[src/design/memNetPkg.sv]
package memNetPkg;

    ////////////////////////////////////////////////////////////////////////////
    // memory operations carried on the CPU port and in network packets.
    ////////////////////////////////////////////////////////////////////////////

    typedef enum logic [2:0] {
        opIdle,
        opLoadReq,
        opLoadDone,
        opStoreReq,
        opStoreDone
    } memOp;

    ////////////////////////////////////////////////////////////////////////////
    // network geometry and packet layout.
    ////////////////////////////////////////////////////////////////////////////

    localparam int nodeCount   = 2;
    localparam int nodeIdWidth = 1;
    localparam int dataWidth   = 32;

    // upper half carries data, lower half the address or slice offset.
    localparam int packetWidth = 64;

    // filler for the unused fields of a reply packet.
    localparam logic [dataWidth-1:0] replyFill = '1;

endpackage

[src/design/memCtrl.sv]
`timescale 1ns/1ps

module memCtrl
    import memNetPkg::*;
#(
    parameter int ramChunkSize  = 256,
    parameter int packetIdWidth = 5,
    parameter int ttl           = 64
) (
    input  logic                            clk,
    input  logic                            rst_n,

    input  logic [dataWidth-1:0]            memData,
    input  logic [dataWidth-1:0]            memAddress,
    input  memOp                            memInstr,
    output logic [dataWidth-1:0]            dataToCpu,
    output logic                            instrSuccess,

    input  logic [dataWidth-1:0]            rdData,
    output logic [$clog2(ramChunkSize)-1:0] ramAddress,
    output logic [dataWidth-1:0]            wrData,
    output logic                            we,

    input  logic [packetWidth-1:0]          packetIn,
    input  memOp                            instrIn,
    input  logic [nodeIdWidth-1:0]          nodeStart,
    input  logic                            validIn,
    output logic                            readyToReceive,

    output logic [packetWidth-1:0]          packetOut,
    output memOp                            instrOut,
    output logic [nodeIdWidth-1:0]          nodeDest,
    output logic [packetIdWidth-1:0]        packetId,
    output logic                            validOut,
    input  logic                            splitterReady
);

    localparam int offsetWidth = $clog2(ramChunkSize);
    localparam int timerWidth  = $clog2(ttl + 1);

    logic [1:0]             counter;
    logic [packetWidth-1:0] packetInReg;
    memOp                   instrInReg;
    logic [nodeIdWidth-1:0] sourceReg;
    logic                   busy;
    logic [timerWidth-1:0]  timer;

    logic                   idle;
    logic                   outFree;
    logic                   issueNow;
    logic                   retryNow;
    logic                   loadServe;
    logic                   storeServe;
    logic                   storeNow;
    logic                   replyNow;
    logic                   doneNow;
    logic [nodeIdWidth-1:0] cpuNode;
    logic [dataWidth-1:0]   cpuOffset;

    ////////////////////////////////////////////////////////////////////////////
    // decode.
    ////////////////////////////////////////////////////////////////////////////

    assign idle           = counter == 2'd0;
    assign readyToReceive = idle;

    // the output register can take a new packet once the old one is gone.
    assign outFree = !validOut || splitterReady;

    assign issueNow = idle && outFree && memInstr != opIdle && !busy;
    assign retryNow = idle && outFree && memInstr != opIdle && busy && timer == ttl;

    assign loadServe  = instrInReg == opLoadReq;
    assign storeServe = instrInReg == opStoreReq;
    assign storeNow   = counter == 2'd1 && storeServe && outFree;
    assign replyNow   = outFree && ((counter == 2'd1 && storeServe) || counter == 2'd3);
    assign doneNow    = counter == 2'd1 &&
                        (instrInReg == opLoadDone || instrInReg == opStoreDone);

    // home node and slice offset of the CPU address.
    assign cpuNode   = nodeIdWidth'(memAddress / ramChunkSize);
    assign cpuOffset = dataWidth'(memAddress % ramChunkSize);

    ////////////////////////////////////////////////////////////////////////////
    // sequencer and request tracking.
    ////////////////////////////////////////////////////////////////////////////

    always_ff @(posedge clk or negedge rst_n) begin
        if (!rst_n) begin
            counter      <= 2'd0;
            validOut     <= 1'b0;
            instrSuccess <= 1'b0;
            we           <= 1'b0;
            busy         <= 1'b0;
            timer        <= '0;
            packetId     <= '0;
        end else begin
            instrSuccess <= doneNow;
            we           <= storeNow;

            if (validOut && splitterReady) begin
                validOut <= 1'b0;
            end
            if (issueNow || retryNow || replyNow) begin
                validOut <= 1'b1;
            end
            // a retry keeps the id of the original request.
            if (issueNow || replyNow) begin
                packetId <= packetId + 1'b1;
            end

            if (issueNow) begin
                busy <= 1'b1;
            end else if (instrSuccess) begin
                busy <= 1'b0;
            end

            if (issueNow || retryNow || !busy) begin
                timer <= '0;
            end else if (timer != ttl) begin
                timer <= timer + 1'b1;
            end

            // load walks 1 -> 2 -> 3, store and replies finish in 1.
            unique case (counter)
                2'd0: if (validIn) counter <= 2'd1;
                2'd1: begin
                    if (loadServe) begin
                        counter <= 2'd2;
                    end else if (!storeServe || outFree) begin
                        counter <= 2'd0;
                    end
                end
                2'd2: counter <= 2'd3;
                2'd3: if (outFree) counter <= 2'd0;
            endcase
        end
    end

    ////////////////////////////////////////////////////////////////////////////
    // packet and RAM payload.
    ////////////////////////////////////////////////////////////////////////////

    always_ff @(posedge clk) begin
        if (idle && validIn) begin
            packetInReg <= packetIn;
            instrInReg  <= instrIn;
            sourceReg   <= nodeStart;
        end
        if (counter == 2'd1) begin
            ramAddress <= packetInReg[offsetWidth-1:0];
            wrData     <= packetInReg[packetWidth-1:dataWidth];
        end
        if (doneNow) begin
            dataToCpu <= packetInReg[packetWidth-1:dataWidth];
        end

        if (issueNow || retryNow) begin
            packetOut <= {memData, cpuOffset};
            instrOut  <= memInstr;
            nodeDest  <= cpuNode;
        end else if (replyNow) begin
            packetOut <= {(counter == 2'd3) ? rdData : replyFill, replyFill};
            instrOut  <= storeServe ? opStoreDone : opLoadDone;
            nodeDest  <= sourceReg;
        end
    end

    // the CPU holds its request steady until the success pulse.
    assert property (@(posedge clk) disable iff (!rst_n)
        memInstr != opIdle && !instrSuccess |=>
            instrSuccess || ($stable(memInstr) && $stable(memAddress)));

    // a packet offered while the controller is serving waits until it is taken.
    assert property (@(posedge clk) disable iff (!rst_n)
        validIn && !readyToReceive |=> validIn && $stable(packetIn) && $stable(instrIn));

endmodule

[config.mk]
export PLATFORM = sky130hd
export DESIGN_NAME = memCtrl
export DESIGN_NICKNAME = d
export VERILOG_FILES = /design/src/design/memNetPkg.sv /design/src/design/memCtrl.sv
export SDC_FILE = /design/constraint.sdc
export NUM_CORES = 1
export LEC_CHECK = 0
export BUFFER_PORTS_ARGS = -buffer_cell sky130_fd_sc_hd__buf_4
export CELL_PAD_IN_SITES_DETAIL_PLACEMENT = 0
export CELL_PAD_IN_SITES_GLOBAL_PLACEMENT = 1
export CORE_MARGIN = 1
export CORE_UTILIZATION = 37
export CTS_BUF_LIST = sky130_fd_sc_hd__clkbuf_8
export DETAILED_ROUTE_END_ITERATION = 10
export PLACE_DENSITY = 0.9
export SYNTH_ARGS = -nofsm -noshare
export SYNTH_HDL_FRONTEND = slang
export SYNTH_SLANG_ARGS = --single-unit
[constraint.sdc]
create_clock -name clk -period 4.7 [get_ports clk]
set_clock_uncertainty 0.1 [all_clocks]
set_input_delay 0 -clock clk [delete_from_list [all_inputs] [get_ports clk]]
set_output_delay 0 -clock clk [all_outputs]
set_load 0.1 [all_outputs]
==> impl_metrics.ini <==
[timing]
slew_headroom = 0.182
tightest_slew_ns = 1.22
fin_crit_sh = 0.665
rsz0062_at_grt = false
finalSetupViolCount = 0
hold_violations = 0
fin_crit_ns = 3.13
slew_violations = 0
final.setup.tns_ns = 0
worst_hold_slack_ns = 0.144
timing.fmax_ghz = 0.320
setup_slack_ns = 1.57

[run]
cap_violations = 0

[critical_path]
cp-end-kind = register
cp_cell_sequence = nor4b_1 > nand3b_1 > a21oi_4 > buf_4 > o2bb2ai_1 > dlygate4sd3_1
crit_arrival_ns = 3.35
cp_slowest_stage_delay_ns = 0.64
cp_top_family = buffers and inverters
ff2ff_path_depth = 6
cp_num_cells = 6
crit_type = register to register
critPathRequiredTime_ns = 4.92
path_max_fanout = 22
worstSetupStartpointType = register
cp_slowest_cell = a21oi_4
cp_num_buf_inv = 2

[yosys]
syn_nets = 544
synth-seq-area-share = 0.805
syn_inst = 370
ys_async_sr_fraction = 0.101
syn_avg_cell_area_um2 = 17.7
synth_warnings = 0
synth_edf_count = 160
synth_area_um2 = 6550
synth_cell_types = 38
synth_seq_cells = 179
synth_ff_type = edfxtp_1

[route]
route.top_layer_used = met4
vias = 4639
drtIter0Drc = 247
routed-wl-met3_mm = 1.55
route.detailed.drc = 0
m1WireLength_mm = 6.46
firstDrtPassIters = 5
via_per_inst = 4.68
routed_wl_mm = 17.5
ant_nets = 0
routedWlPerCell_um = 17.6
wl_met2_mm = 9.08

[finish]
drive_gt1_frac = 0.415
n_antenna_cell = 0
layout.cells.non_filler = 992
nets = 928
mostFrequentLayoutCells = 277 x buf_4, 160 x edfxtp_1, 125 x dlygate4sd3_1
syn_to_final_growth_pct = 58.4
layout.cells.most_common = buf_4

[die]
fp.dieW_um = 135
start_util = 0.379
coreArea_um2 = 17300
row_count = 48
dieArea_um2 = 18200
io-pin-count = 320
fp.dieH_um = 135

[clock_network]
numCtsBuffers = 17
cts_tree = yes
cts_root_buf = clkbuf_8
clk_latency_ns = 0.47
cts_buffer_depth = 2
cts.sinks = 179
htree_levels = 4
cts.reportedPaths.clkPinSlew_ns = 0.12
ctsResizeCount = 0

[placed_design]
dpl.hpwl_mm = 10.9
dp_cells = 835
io_buffer_count = 272
gp_congestion = 0.818
place_ws_ns = 1.99

[global_routing]
antenna_found_initial = 0
grtUsageTotal = 0.188
grt-ovfl-total = 0
grt_max_degree = 45
grt_pass1_wl_mm = 25.2
grt_pass1_vias = 4808

[run_status]
status = finished, final reports clean

[worst_hold_path]
whs_path_depth = 2
hold_class = primary input to register
==> per-layer routing <==
| metal | vias up | global-route usage |
|---|---|---|
| met4 | 0 | 0.0824 |
| met1 | 2233 | 0.199 |
| li1 | 2140 | - |
| met2 | 237 | 0.340 |
| met5 | - | 0 |
| met3 | 29 | 0.0582 |
==> synth_stat cells (2+ instances only) <==
library cell | n | share of area
a21o_1 | 9 | 0.010
a21oi_1 | 3 | 0.0023
and3b_1 | 2 | 0.0027
buf_2 | 3 | 0.0023
buf_4 | 23 | 0.026
buf_6 | 5 | 0.0086
clkbuf_1 | 6 | 0.0034
dfrtp_1 | 18 | 0.069
edfxtp_1 | 160 | 0.73
ha_1 | 3 | 0.0057
inv_1 | 6 | 0.0034
mux2_4 | 2 | 0.0046
nand2_1 | 8 | 0.0046
nand2b_1 | 4 | 0.0038
nand3_1 | 8 | 0.0061
nand3b_1 | 3 | 0.0034
nor2_1 | 40 | 0.023
nor3_1 | 7 | 0.0053
o21ai_0 | 3 | 0.0023
o2bb2ai_1 | 32 | 0.043
xnor2_1 | 2 | 0.0027
xor2_1 | 7 | 0.0094
==> path summary, 6_finish.rpt <==
| path | slack [ns] | to | start |
|---|---|---|---|
| worst max-delay path | 1.57 | packetOut[48]$_DFFE_PP_ | timer[3]$_DFFE_PN0P_ |
| worst min-delay path | 0.14 | packetInReg[0]$_DFFE_PP_ | packetIn[0] |
| worst max register to register | 1.57 | packetOut[48]$_DFFE_PP_ | timer[3]$_DFFE_PN0P_ |
| worst min register to register | 0.33 | ramAddress[6]$_DFFE_PN_ | packetInReg[6]$_DFFE_PP_ |
| max in group asynchronous | 3.36 | timer[2]$_DFFE_PN0P_ | rst_n |
| min in group asynchronous | 0.62 | packetId[0]$_DFFE_PN0P_ | rst_n |
==> repair_timing <==
item,CTS,global route
hold endpoints to repair,115,0
buffers inserted,0,0
hold buffers,125,0
==> per-stage QoR <==
| stage | util | instance area [µm²] |
|---|---|---|
| 2_1_floorplan | - | 6550 |
| 3_3_place_gp | 0.501 | 8660 |
| 3_5_place_dp | 0.501 | 8660 |
| 4_1_cts | 0.600 | 10400 |
| 5_1_grt | 0.600 | 10400 |
| 6_report | 0.600 | 10400 |
==> sequential cells by signal, summed over array words and instances (netlist names), named ones only <==
name          flops
nodeDest          1
wrData           32
instrOut          3
ramAddress        8
we                1
counter           1
instrInReg        3
dataToCpu        32
timer             7
instrSuccess      1
validOut          1
packetId          5
busy              1
packetInReg      40
sourceReg         1
packetOut        41
==> kinds of logic (layout without fill, tap and decap cells) <==
group                      Yosys count  in the layout  share of synthesized area
AOI/OAI and AO/OA                   52             52                     0.0664
xor gates and xnor gates             9              9                     0.0120
adders and majority gates            3              3                    0.00573
buffers and inverters               43            440                     0.0441
DFF                                179            179                      0.805
muxes                                5              5                    0.00955
and+or+nand+nor                     79             79                     0.0571
==> layout make-up <==
cell class	count	area [µm²]
clock buffer	17	234
clock inverter	15	233
fill	1261	6920
inverter	6	22.5
multi-input combinational	148	1000
sequential	179	5280
tap	225	282
timing repair buffer	402	3330
==> worst register-to-register path: stages, from the launching register on <==
cell	delay [ns]
dfrtp_1	0.43
nor4b_1	0.39
nand3b_1	0.32
a21oi_4	0.64
buf_4	0.37
o2bb2ai_1	0.17
dlygate4sd3_1	0.58
Power is not shown: default switching activity piles up to over one toggle a cycle in this logic, so the estimate is an artifact.
