File: src/design/memNetPkg.sv
package memNetPkg;

    ////////////////////////////////////////////////////////////////////////////
    // memory operations carried on the CPU port and in network packets.
    ////////////////////////////////////////////////////////////////////////////

    typedef enum logic [2:0] {
        opIdle,
        opLoadReq,
        opLoadDone,
        opStoreReq,
        opStoreDone
    } memOp;

    ////////////////////////////////////////////////////////////////////////////
    // network geometry and packet layout.
    ////////////////////////////////////////////////////////////////////////////

    localparam int nodeCount   = 2;
    localparam int nodeIdWidth = 1;
    localparam int dataWidth   = 32;

    // upper half carries data, lower half the address or slice offset.
    localparam int packetWidth = 64;

    // filler for the unused fields of a reply packet.
    localparam logic [dataWidth-1:0] replyFill = '1;

endpackage

File: src/design/packetSwitch.sv
`timescale 1ns/1ps

module packetSwitch
    import memNetPkg::*;
#(
    parameter int packetIdWidth = 5
) (
    input  logic                     clk,
    input  logic                     rst_n,

    input  logic [packetWidth-1:0]   inPacket0,
    input  memOp                     inInstr0,
    input  logic [nodeIdWidth-1:0]   inDest0,
    input  logic [packetIdWidth-1:0] inId0,
    input  logic                     inValid0,
    output logic                     inReady0,
    input  logic [packetWidth-1:0]   inPacket1,
    input  memOp                     inInstr1,
    input  logic [nodeIdWidth-1:0]   inDest1,
    input  logic [packetIdWidth-1:0] inId1,
    input  logic                     inValid1,
    output logic                     inReady1,

    output logic [packetWidth-1:0]   outPacket0,
    output memOp                     outInstr0,
    output logic [nodeIdWidth-1:0]   outSource0,
    output logic                     outValid0,
    input  logic                     outReady0,
    output logic [packetWidth-1:0]   outPacket1,
    output memOp                     outInstr1,
    output logic [nodeIdWidth-1:0]   outSource1,
    output logic                     outValid1,
    input  logic                     outReady1
);

    logic [packetWidth-1:0]   inPacket  [nodeCount];
    memOp                     inInstr   [nodeCount];
    logic [nodeIdWidth-1:0]   inDest    [nodeCount];
    logic [packetIdWidth-1:0] inId      [nodeCount];
    logic [nodeCount-1:0]     inValid;
    logic [nodeCount-1:0]     inReady;
    logic [packetWidth-1:0]   outPacket [nodeCount];
    memOp                     outInstr  [nodeCount];
    logic [nodeIdWidth-1:0]   outSource [nodeCount];
    logic                     outValid  [nodeCount];
    logic [nodeCount-1:0]     outReady;

    // grant[o][i] is set when output o takes input i this cycle.
    logic [nodeCount-1:0]     grant     [nodeCount];
    logic                     rrPtr     [nodeCount];

    assign inPacket = '{inPacket0, inPacket1};
    assign inInstr  = '{inInstr0, inInstr1};
    assign inDest   = '{inDest0, inDest1};
    assign inId     = '{inId0, inId1};
    assign inValid  = {inValid1, inValid0};
    assign outReady = {outReady1, outReady0};

    assign {inReady1, inReady0} = inReady;
    assign outPacket0 = outPacket[0];
    assign outInstr0  = outInstr[0];
    assign outSource0 = outSource[0];
    assign outValid0  = outValid[0];
    assign outPacket1 = outPacket[1];
    assign outInstr1  = outInstr[1];
    assign outSource1 = outSource[1];
    assign outValid1  = outValid[1];

    ////////////////////////////////////////////////////////////////////////////
    // one register stage and round-robin arbiter per output.
    ////////////////////////////////////////////////////////////////////////////

    for (genvar o = 0; o < nodeCount; o++) begin : g_out
        logic [nodeCount-1:0] req;
        logic                 stageFree;

        assign req[0]    = inValid[0] && inDest[0] == o;
        assign req[1]    = inValid[1] && inDest[1] == o;
        assign stageFree = !outValid[o] || outReady[o];

        always_comb begin
            grant[o] = '0;
            if (stageFree) begin
                if (req[0] && req[1]) begin
                    grant[o][rrPtr[o]] = 1'b1;
                end else begin
                    grant[o] = req;
                end
            end
        end

        always_ff @(posedge clk or negedge rst_n) begin
            if (!rst_n) begin
                outValid[o] <= 1'b0;
                rrPtr[o]    <= 1'b0;
            end else if (stageFree) begin
                outValid[o] <= |grant[o];
                if (req[0] && req[1]) begin
                    rrPtr[o] <= ~rrPtr[o];
                end
            end
        end

        // the source index rides along as the receiver's nodeStart.
        always_ff @(posedge clk) begin
            if (|grant[o]) begin
                outPacket[o] <= grant[o][1] ? inPacket[1] : inPacket[0];
                outInstr[o]  <= grant[o][1] ? inInstr[1] : inInstr[0];
                outSource[o] <= grant[o][1];
            end
        end

        assert property (@(posedge clk) disable iff (!rst_n)
            outValid[o] && !outReady[o] |=> outValid[o] && $stable(outPacket[o]));
    end

    for (genvar i = 0; i < nodeCount; i++) begin : g_in
        assign inReady[i] = grant[0][i] | grant[1][i];

        // a stalled source must hold the same packet until it is taken.
        assert property (@(posedge clk) disable iff (!rst_n)
            inValid[i] && !inReady[i] |=> $stable(inId[i]) && $stable(inPacket[i]));
    end

    assert property (@(posedge clk) disable iff (!rst_n) (grant[0] & grant[1]) == '0);

endmodule

File: config.mk
export PLATFORM = sky130hd
export DESIGN_NAME = packetSwitch
export DESIGN_NICKNAME = d
export VERILOG_FILES = /design/src/design/memNetPkg.sv /design/src/design/packetSwitch.sv
export SDC_FILE = /design/constraint.sdc
export NUM_CORES = 1
export LEC_CHECK = 0
export ABC_AREA = 1
export BUFFER_PORTS_ARGS = -buffer_cell sky130_fd_sc_hd__buf_4
export CAP_MARGIN = 20
export CORE_MARGIN = 1.5
export CORE_UTILIZATION = 50
export DETAILED_ROUTE_END_ITERATION = 12
export PLACE_DENSITY = 0.84
export SLEW_MARGIN = 0
export SYNTH_ARGS = -nofsm -noshare
export SYNTH_HDL_FRONTEND = slang
export SYNTH_SLANG_ARGS = --single-unit
File: constraint.sdc
create_clock -name clk -period 6 [get_ports clk]
set_input_delay 0.6 -clock clk [delete_from_list [all_inputs] [get_ports clk]]
set_output_delay 0.6 -clock clk [all_outputs]
set_load 0.01 [all_outputs]
==> flow_metrics.py <==
metrics = {
    "setup_path": {
        "worst_reg2reg_setup_slack_ps": 3180,
        "worst-path-max-fanout": 46,
        "r2r_start": "outValid0$_DFFE_PN0N_",
        "worst-r2r-cell-count": 6,
        "required_ps": 5400,
        "crit_path_end_kind": "primary output",
        "start_kind": "register",
        "cp_data_arrival_time_ps": 2340,
        "worst-setup-path-type": "reg -> out",
        "rr_endpoint": "outPacket[0][6]$_DFFE_PP_",
    },
    "yosys": {
        "ys_warn_count": 0,
        "synth-seq-area-share_pct": 65.1,
        "netlist_instances": 632,
        "yosys_register_bits": 140,
        "synthesis.nets": 784,
        "netlist_area_sq_um": 6430,
        "synth.avg_cell_area_sq_um": 10.2,
        "synth.distinct_cells": 20,
    },
    "power_and_ir_drop": {
        "power_leakage_uw": 0.00423,
        "total_power_uw": 2570,
        "vdd_drop_max_uv": 178,
        "power_density_nw_per_um2": 284,
    },
    "hold_path": {
        "number_of_cells_on_the_worst_hold_path": 2,
        "worst_hold_path.endpoint": "outValid0$_DFFE_PN0N_",
        "hold_path_startpoint": "outReady0",
        "worstHoldPathType": "in -> reg",
    },
    "detailed_routing": {
        "via_per_inst": 5.48,
        "pre_antenna_drt_iters": 5,
        "route.detailed.drc": 0,
        "antenna_violating_nets_post_route": 0,
        "routed_wire_length_per_instance_um": 17.6,
        "route.vias.total": 5859,
        "route.final.wire_length_um": 18800,
        "iter_0_drt_violations": 608,
    },
    "timing": {
        "fin_crit_ps": 2940,
        "number_of_failing_setup_endpoints_in_the_final_timing_report": 0,
        "worst-slew-pin-transition_ps": 996,
        "fin_setup_tns_ps": 0,
        "final_cycle_utilization_of_the_critical_path_pct": 49.0,
        "clock_skew_ps": 7.92,
        "final-max-slew-violation-count": 0,
        "maximum_achievable_frequency_mhz": 340,
        "slew-limit-headroom_pct": 33.6,
        "finalHoldWorstSlack_ps": 411,
        "hold_violations": 0,
        "rsz0062_at_grt": "no",
    },
    "final_layout": {
        "most_common_cell_after_layout_fill_and_taps_aside": "sky130_fd_sc_hd__buf_4",
        "flow.area_growth_from_synthesis_pct": 40.6,
        "final_standard_cell_count_with_taps_included_and_fillers_excluded": 1069,
        "layout.cells.most_common_list": "287 x sky130_fd_sc_hd__buf_4, 280 x sky130_fd_sc_hd__nand2_1, 136 x sky130_fd_sc_hd__edfxtp_1, 70 x sky130_fd_sc_hd__nand3_1, 67 x sky130_fd_sc_hd__nand4_1",
        "diodes": 0,
        "post_route_cells_drive_above_1_share_pct": 35.3,
        "fin_nets": 1042,
    },
    "clock_tree": {
        "numCtsBuffers": 17,
        "insertion_delay_ps": 420,
        "tritoncts_clock_tree": "yes",
        "cts.clk_slew.worst_paths_ps": 50,
        "cts_hold_buf": 1,
        "post-cts-setup-buffer-count": 0,
        "buffers_from_clock_root_to_sink_at_most": 2,
        "clock_tree.htree_level_count": 4,
        "cts_repair_resize_count": 0,
        "cell_at_the_root_of_the_clock_tree": "sky130_fd_sc_hd__clkbuf_16",
        "clock-sinks": 140,
    },
    "die": {
        "io_pins": 292,
        "start_util_pct": 51.1,
        "fp.dieW_um": 116,
        "floorplan.die.height_um": 116,
        "placement_rows": 41,
        "die_area_sq_um": 13500,
        "floorplan.core_area_sq_um": 12600,
    },
    "placed_design": {
        "gp_congestion": 0.850,
        "port_buffers": 281,
        "place_inst": 1042,
        "hpwl_um": 11700,
    },
    "global_route": {
        "grt_first_pass_wirelength_um": 28100,
        "maximum_number_of_pins_on_one_net_before_global_route_repair": 71,
        "total_global_routing_track_utilization_pct": 27.9,
        "grt_antenna_before_repair": 0,
        "first_global_vias": 5759,
        "residual_overflow_from_global_routing": 0,
    },
    "flow_run": {
        "maxCapViolations": 0,
    },
    "outcome": {
        "status": "completed",
    },
}
## metrics by stage
stage                     util [%]  setup slack, ps  instance area [sq um]
after floorplan                  -             2960                   6430
after global placement        67.9             2890                   8540
after detailed placement      67.9             2830                   8540
after CTS                     71.9             3020                   9040
after global routing          71.9             2830                   9040
final                         71.9             3060                   9040
## synthesized netlist by cell type
library cell                 n  area, sq um
sky130_fd_sc_hd__nand2_1   283         1060
sky130_fd_sc_hd__edfxtp_1  136         4080
sky130_fd_sc_hd__nand3_1    70          350
sky130_fd_sc_hd__nand4_1    67          419
sky130_fd_sc_hd__buf_2      24          120
sky130_fd_sc_hd__buf_4       9         67.6
sky130_fd_sc_hd__clkbuf_1    9         33.8
sky130_fd_sc_hd__inv_1       8         30.0
sky130_fd_sc_hd__buf_6       5         56.3
sky130_fd_sc_hd__dfrtp_1     4          100
sky130_fd_sc_hd__nor2_1      3         11.3
sky130_fd_sc_hd__buf_1       2         7.51
sky130_fd_sc_hd__nand2_2     2         12.5
sky130_fd_sc_hd__nand3_2     2         20.0
sky130_fd_sc_hd__nor2_4      2         22.5
sky130_fd_sc_hd__o21ai_0     2         10.0
sky130_fd_sc_hd__a21oi_1     1         5.00
sky130_fd_sc_hd__clkinv_1    1         3.75
sky130_fd_sc_hd__inv_2       1         3.75
sky130_fd_sc_hd__o211ai_1    1         7.51
## layout make-up
class | instances | area, sq um
timing repair buffer | 288 | 2160
inverter | 10 | 37.5
fill | 922 | 3530
sequential | 140 | 4180
clock inverter | 6 | 52.6
tap | 172 | 215
clock buffer | 20 | 437
multi-input combinational | 433 | 1950
## flip-flops by register name, summed over array words and instances, names as in the netlist
| register | count |
|---|---|
| outSource | 2 |
| rrPtr | 2 |
| outInstr | 6 |
| outValid0 | 1 |
| outPacket | 128 |
| outValid1 | 1 |
## power by group
| part | switching [uW] | internal, uW | leakage [uW] |
|---|---|---|---|
| clock network | 362 | 548 | 0.000234 |
| registers | 21.4 | 1180 | 0.00134 |
| logic | 264 | 189 | 0.00266 |
| total | 648 | 1920 | 0.00423 |
## how the worst max path moves through the flow
| stage | startpoint | to | slack (ps) | cells past startpoint |
|---|---|---|---|---|
| 2_1_floorplan | inDest1 | outInstr[0][0]$_DFFE_PP_ | 2960 | 6 |
| 3_3_place_gp | outReady0 | outPacket[0][7]$_DFFE_PP_ | 2890 | 6 |
| 3_5_place_dp | outReady0 | outPacket[0][8]$_DFFE_PP_ | 2830 | 6 |
| 4_1_cts | outValid0$_DFFE_PN0N_ | inReady1 | 3020 | 7 |
| 5_1_grt | outValid0$_DFFE_PN0N_ | inReady1 | 2830 | 7 |
| 6_report | outValid0$_DFFE_PN0N_ | inReady1 | 3060 | 7 |
## routing by layer
layer	part of all wire, %	track usage [%]	vias up
met5	0	0	-
met4	3.5	15.6	0
met3	10	8.77	55
met2	51	48.9	362
met1	35	30.1	2722
li1	-	-	2720
## cells by family (layout without fill, tap and decap cells)
logic type | Yosys count | count (layout) | synth area share (%)
AOI/OAI and AO/OA | 4 | 4 | 0.350
and+or+nand+nor | 429 | 429 | 29.5
buffers and inverters | 59 | 324 | 5.02
DFF | 140 | 140 | 65.1
## worst max-delay path: stages, from the launching register on
cell and delay, ps:
sky130_fd_sc_hd__dfrtp_1 340, sky130_fd_sc_hd__inv_1 60, sky130_fd_sc_hd__nor2_1 200, sky130_fd_sc_hd__nor2_4 50, sky130_fd_sc_hd__nand2_2 400, sky130_fd_sc_hd__buf_4 550, sky130_fd_sc_hd__nand2_1 100, sky130_fd_sc_hd__buf_4 170
Note: power is estimated with default switching activity, not from simulation.
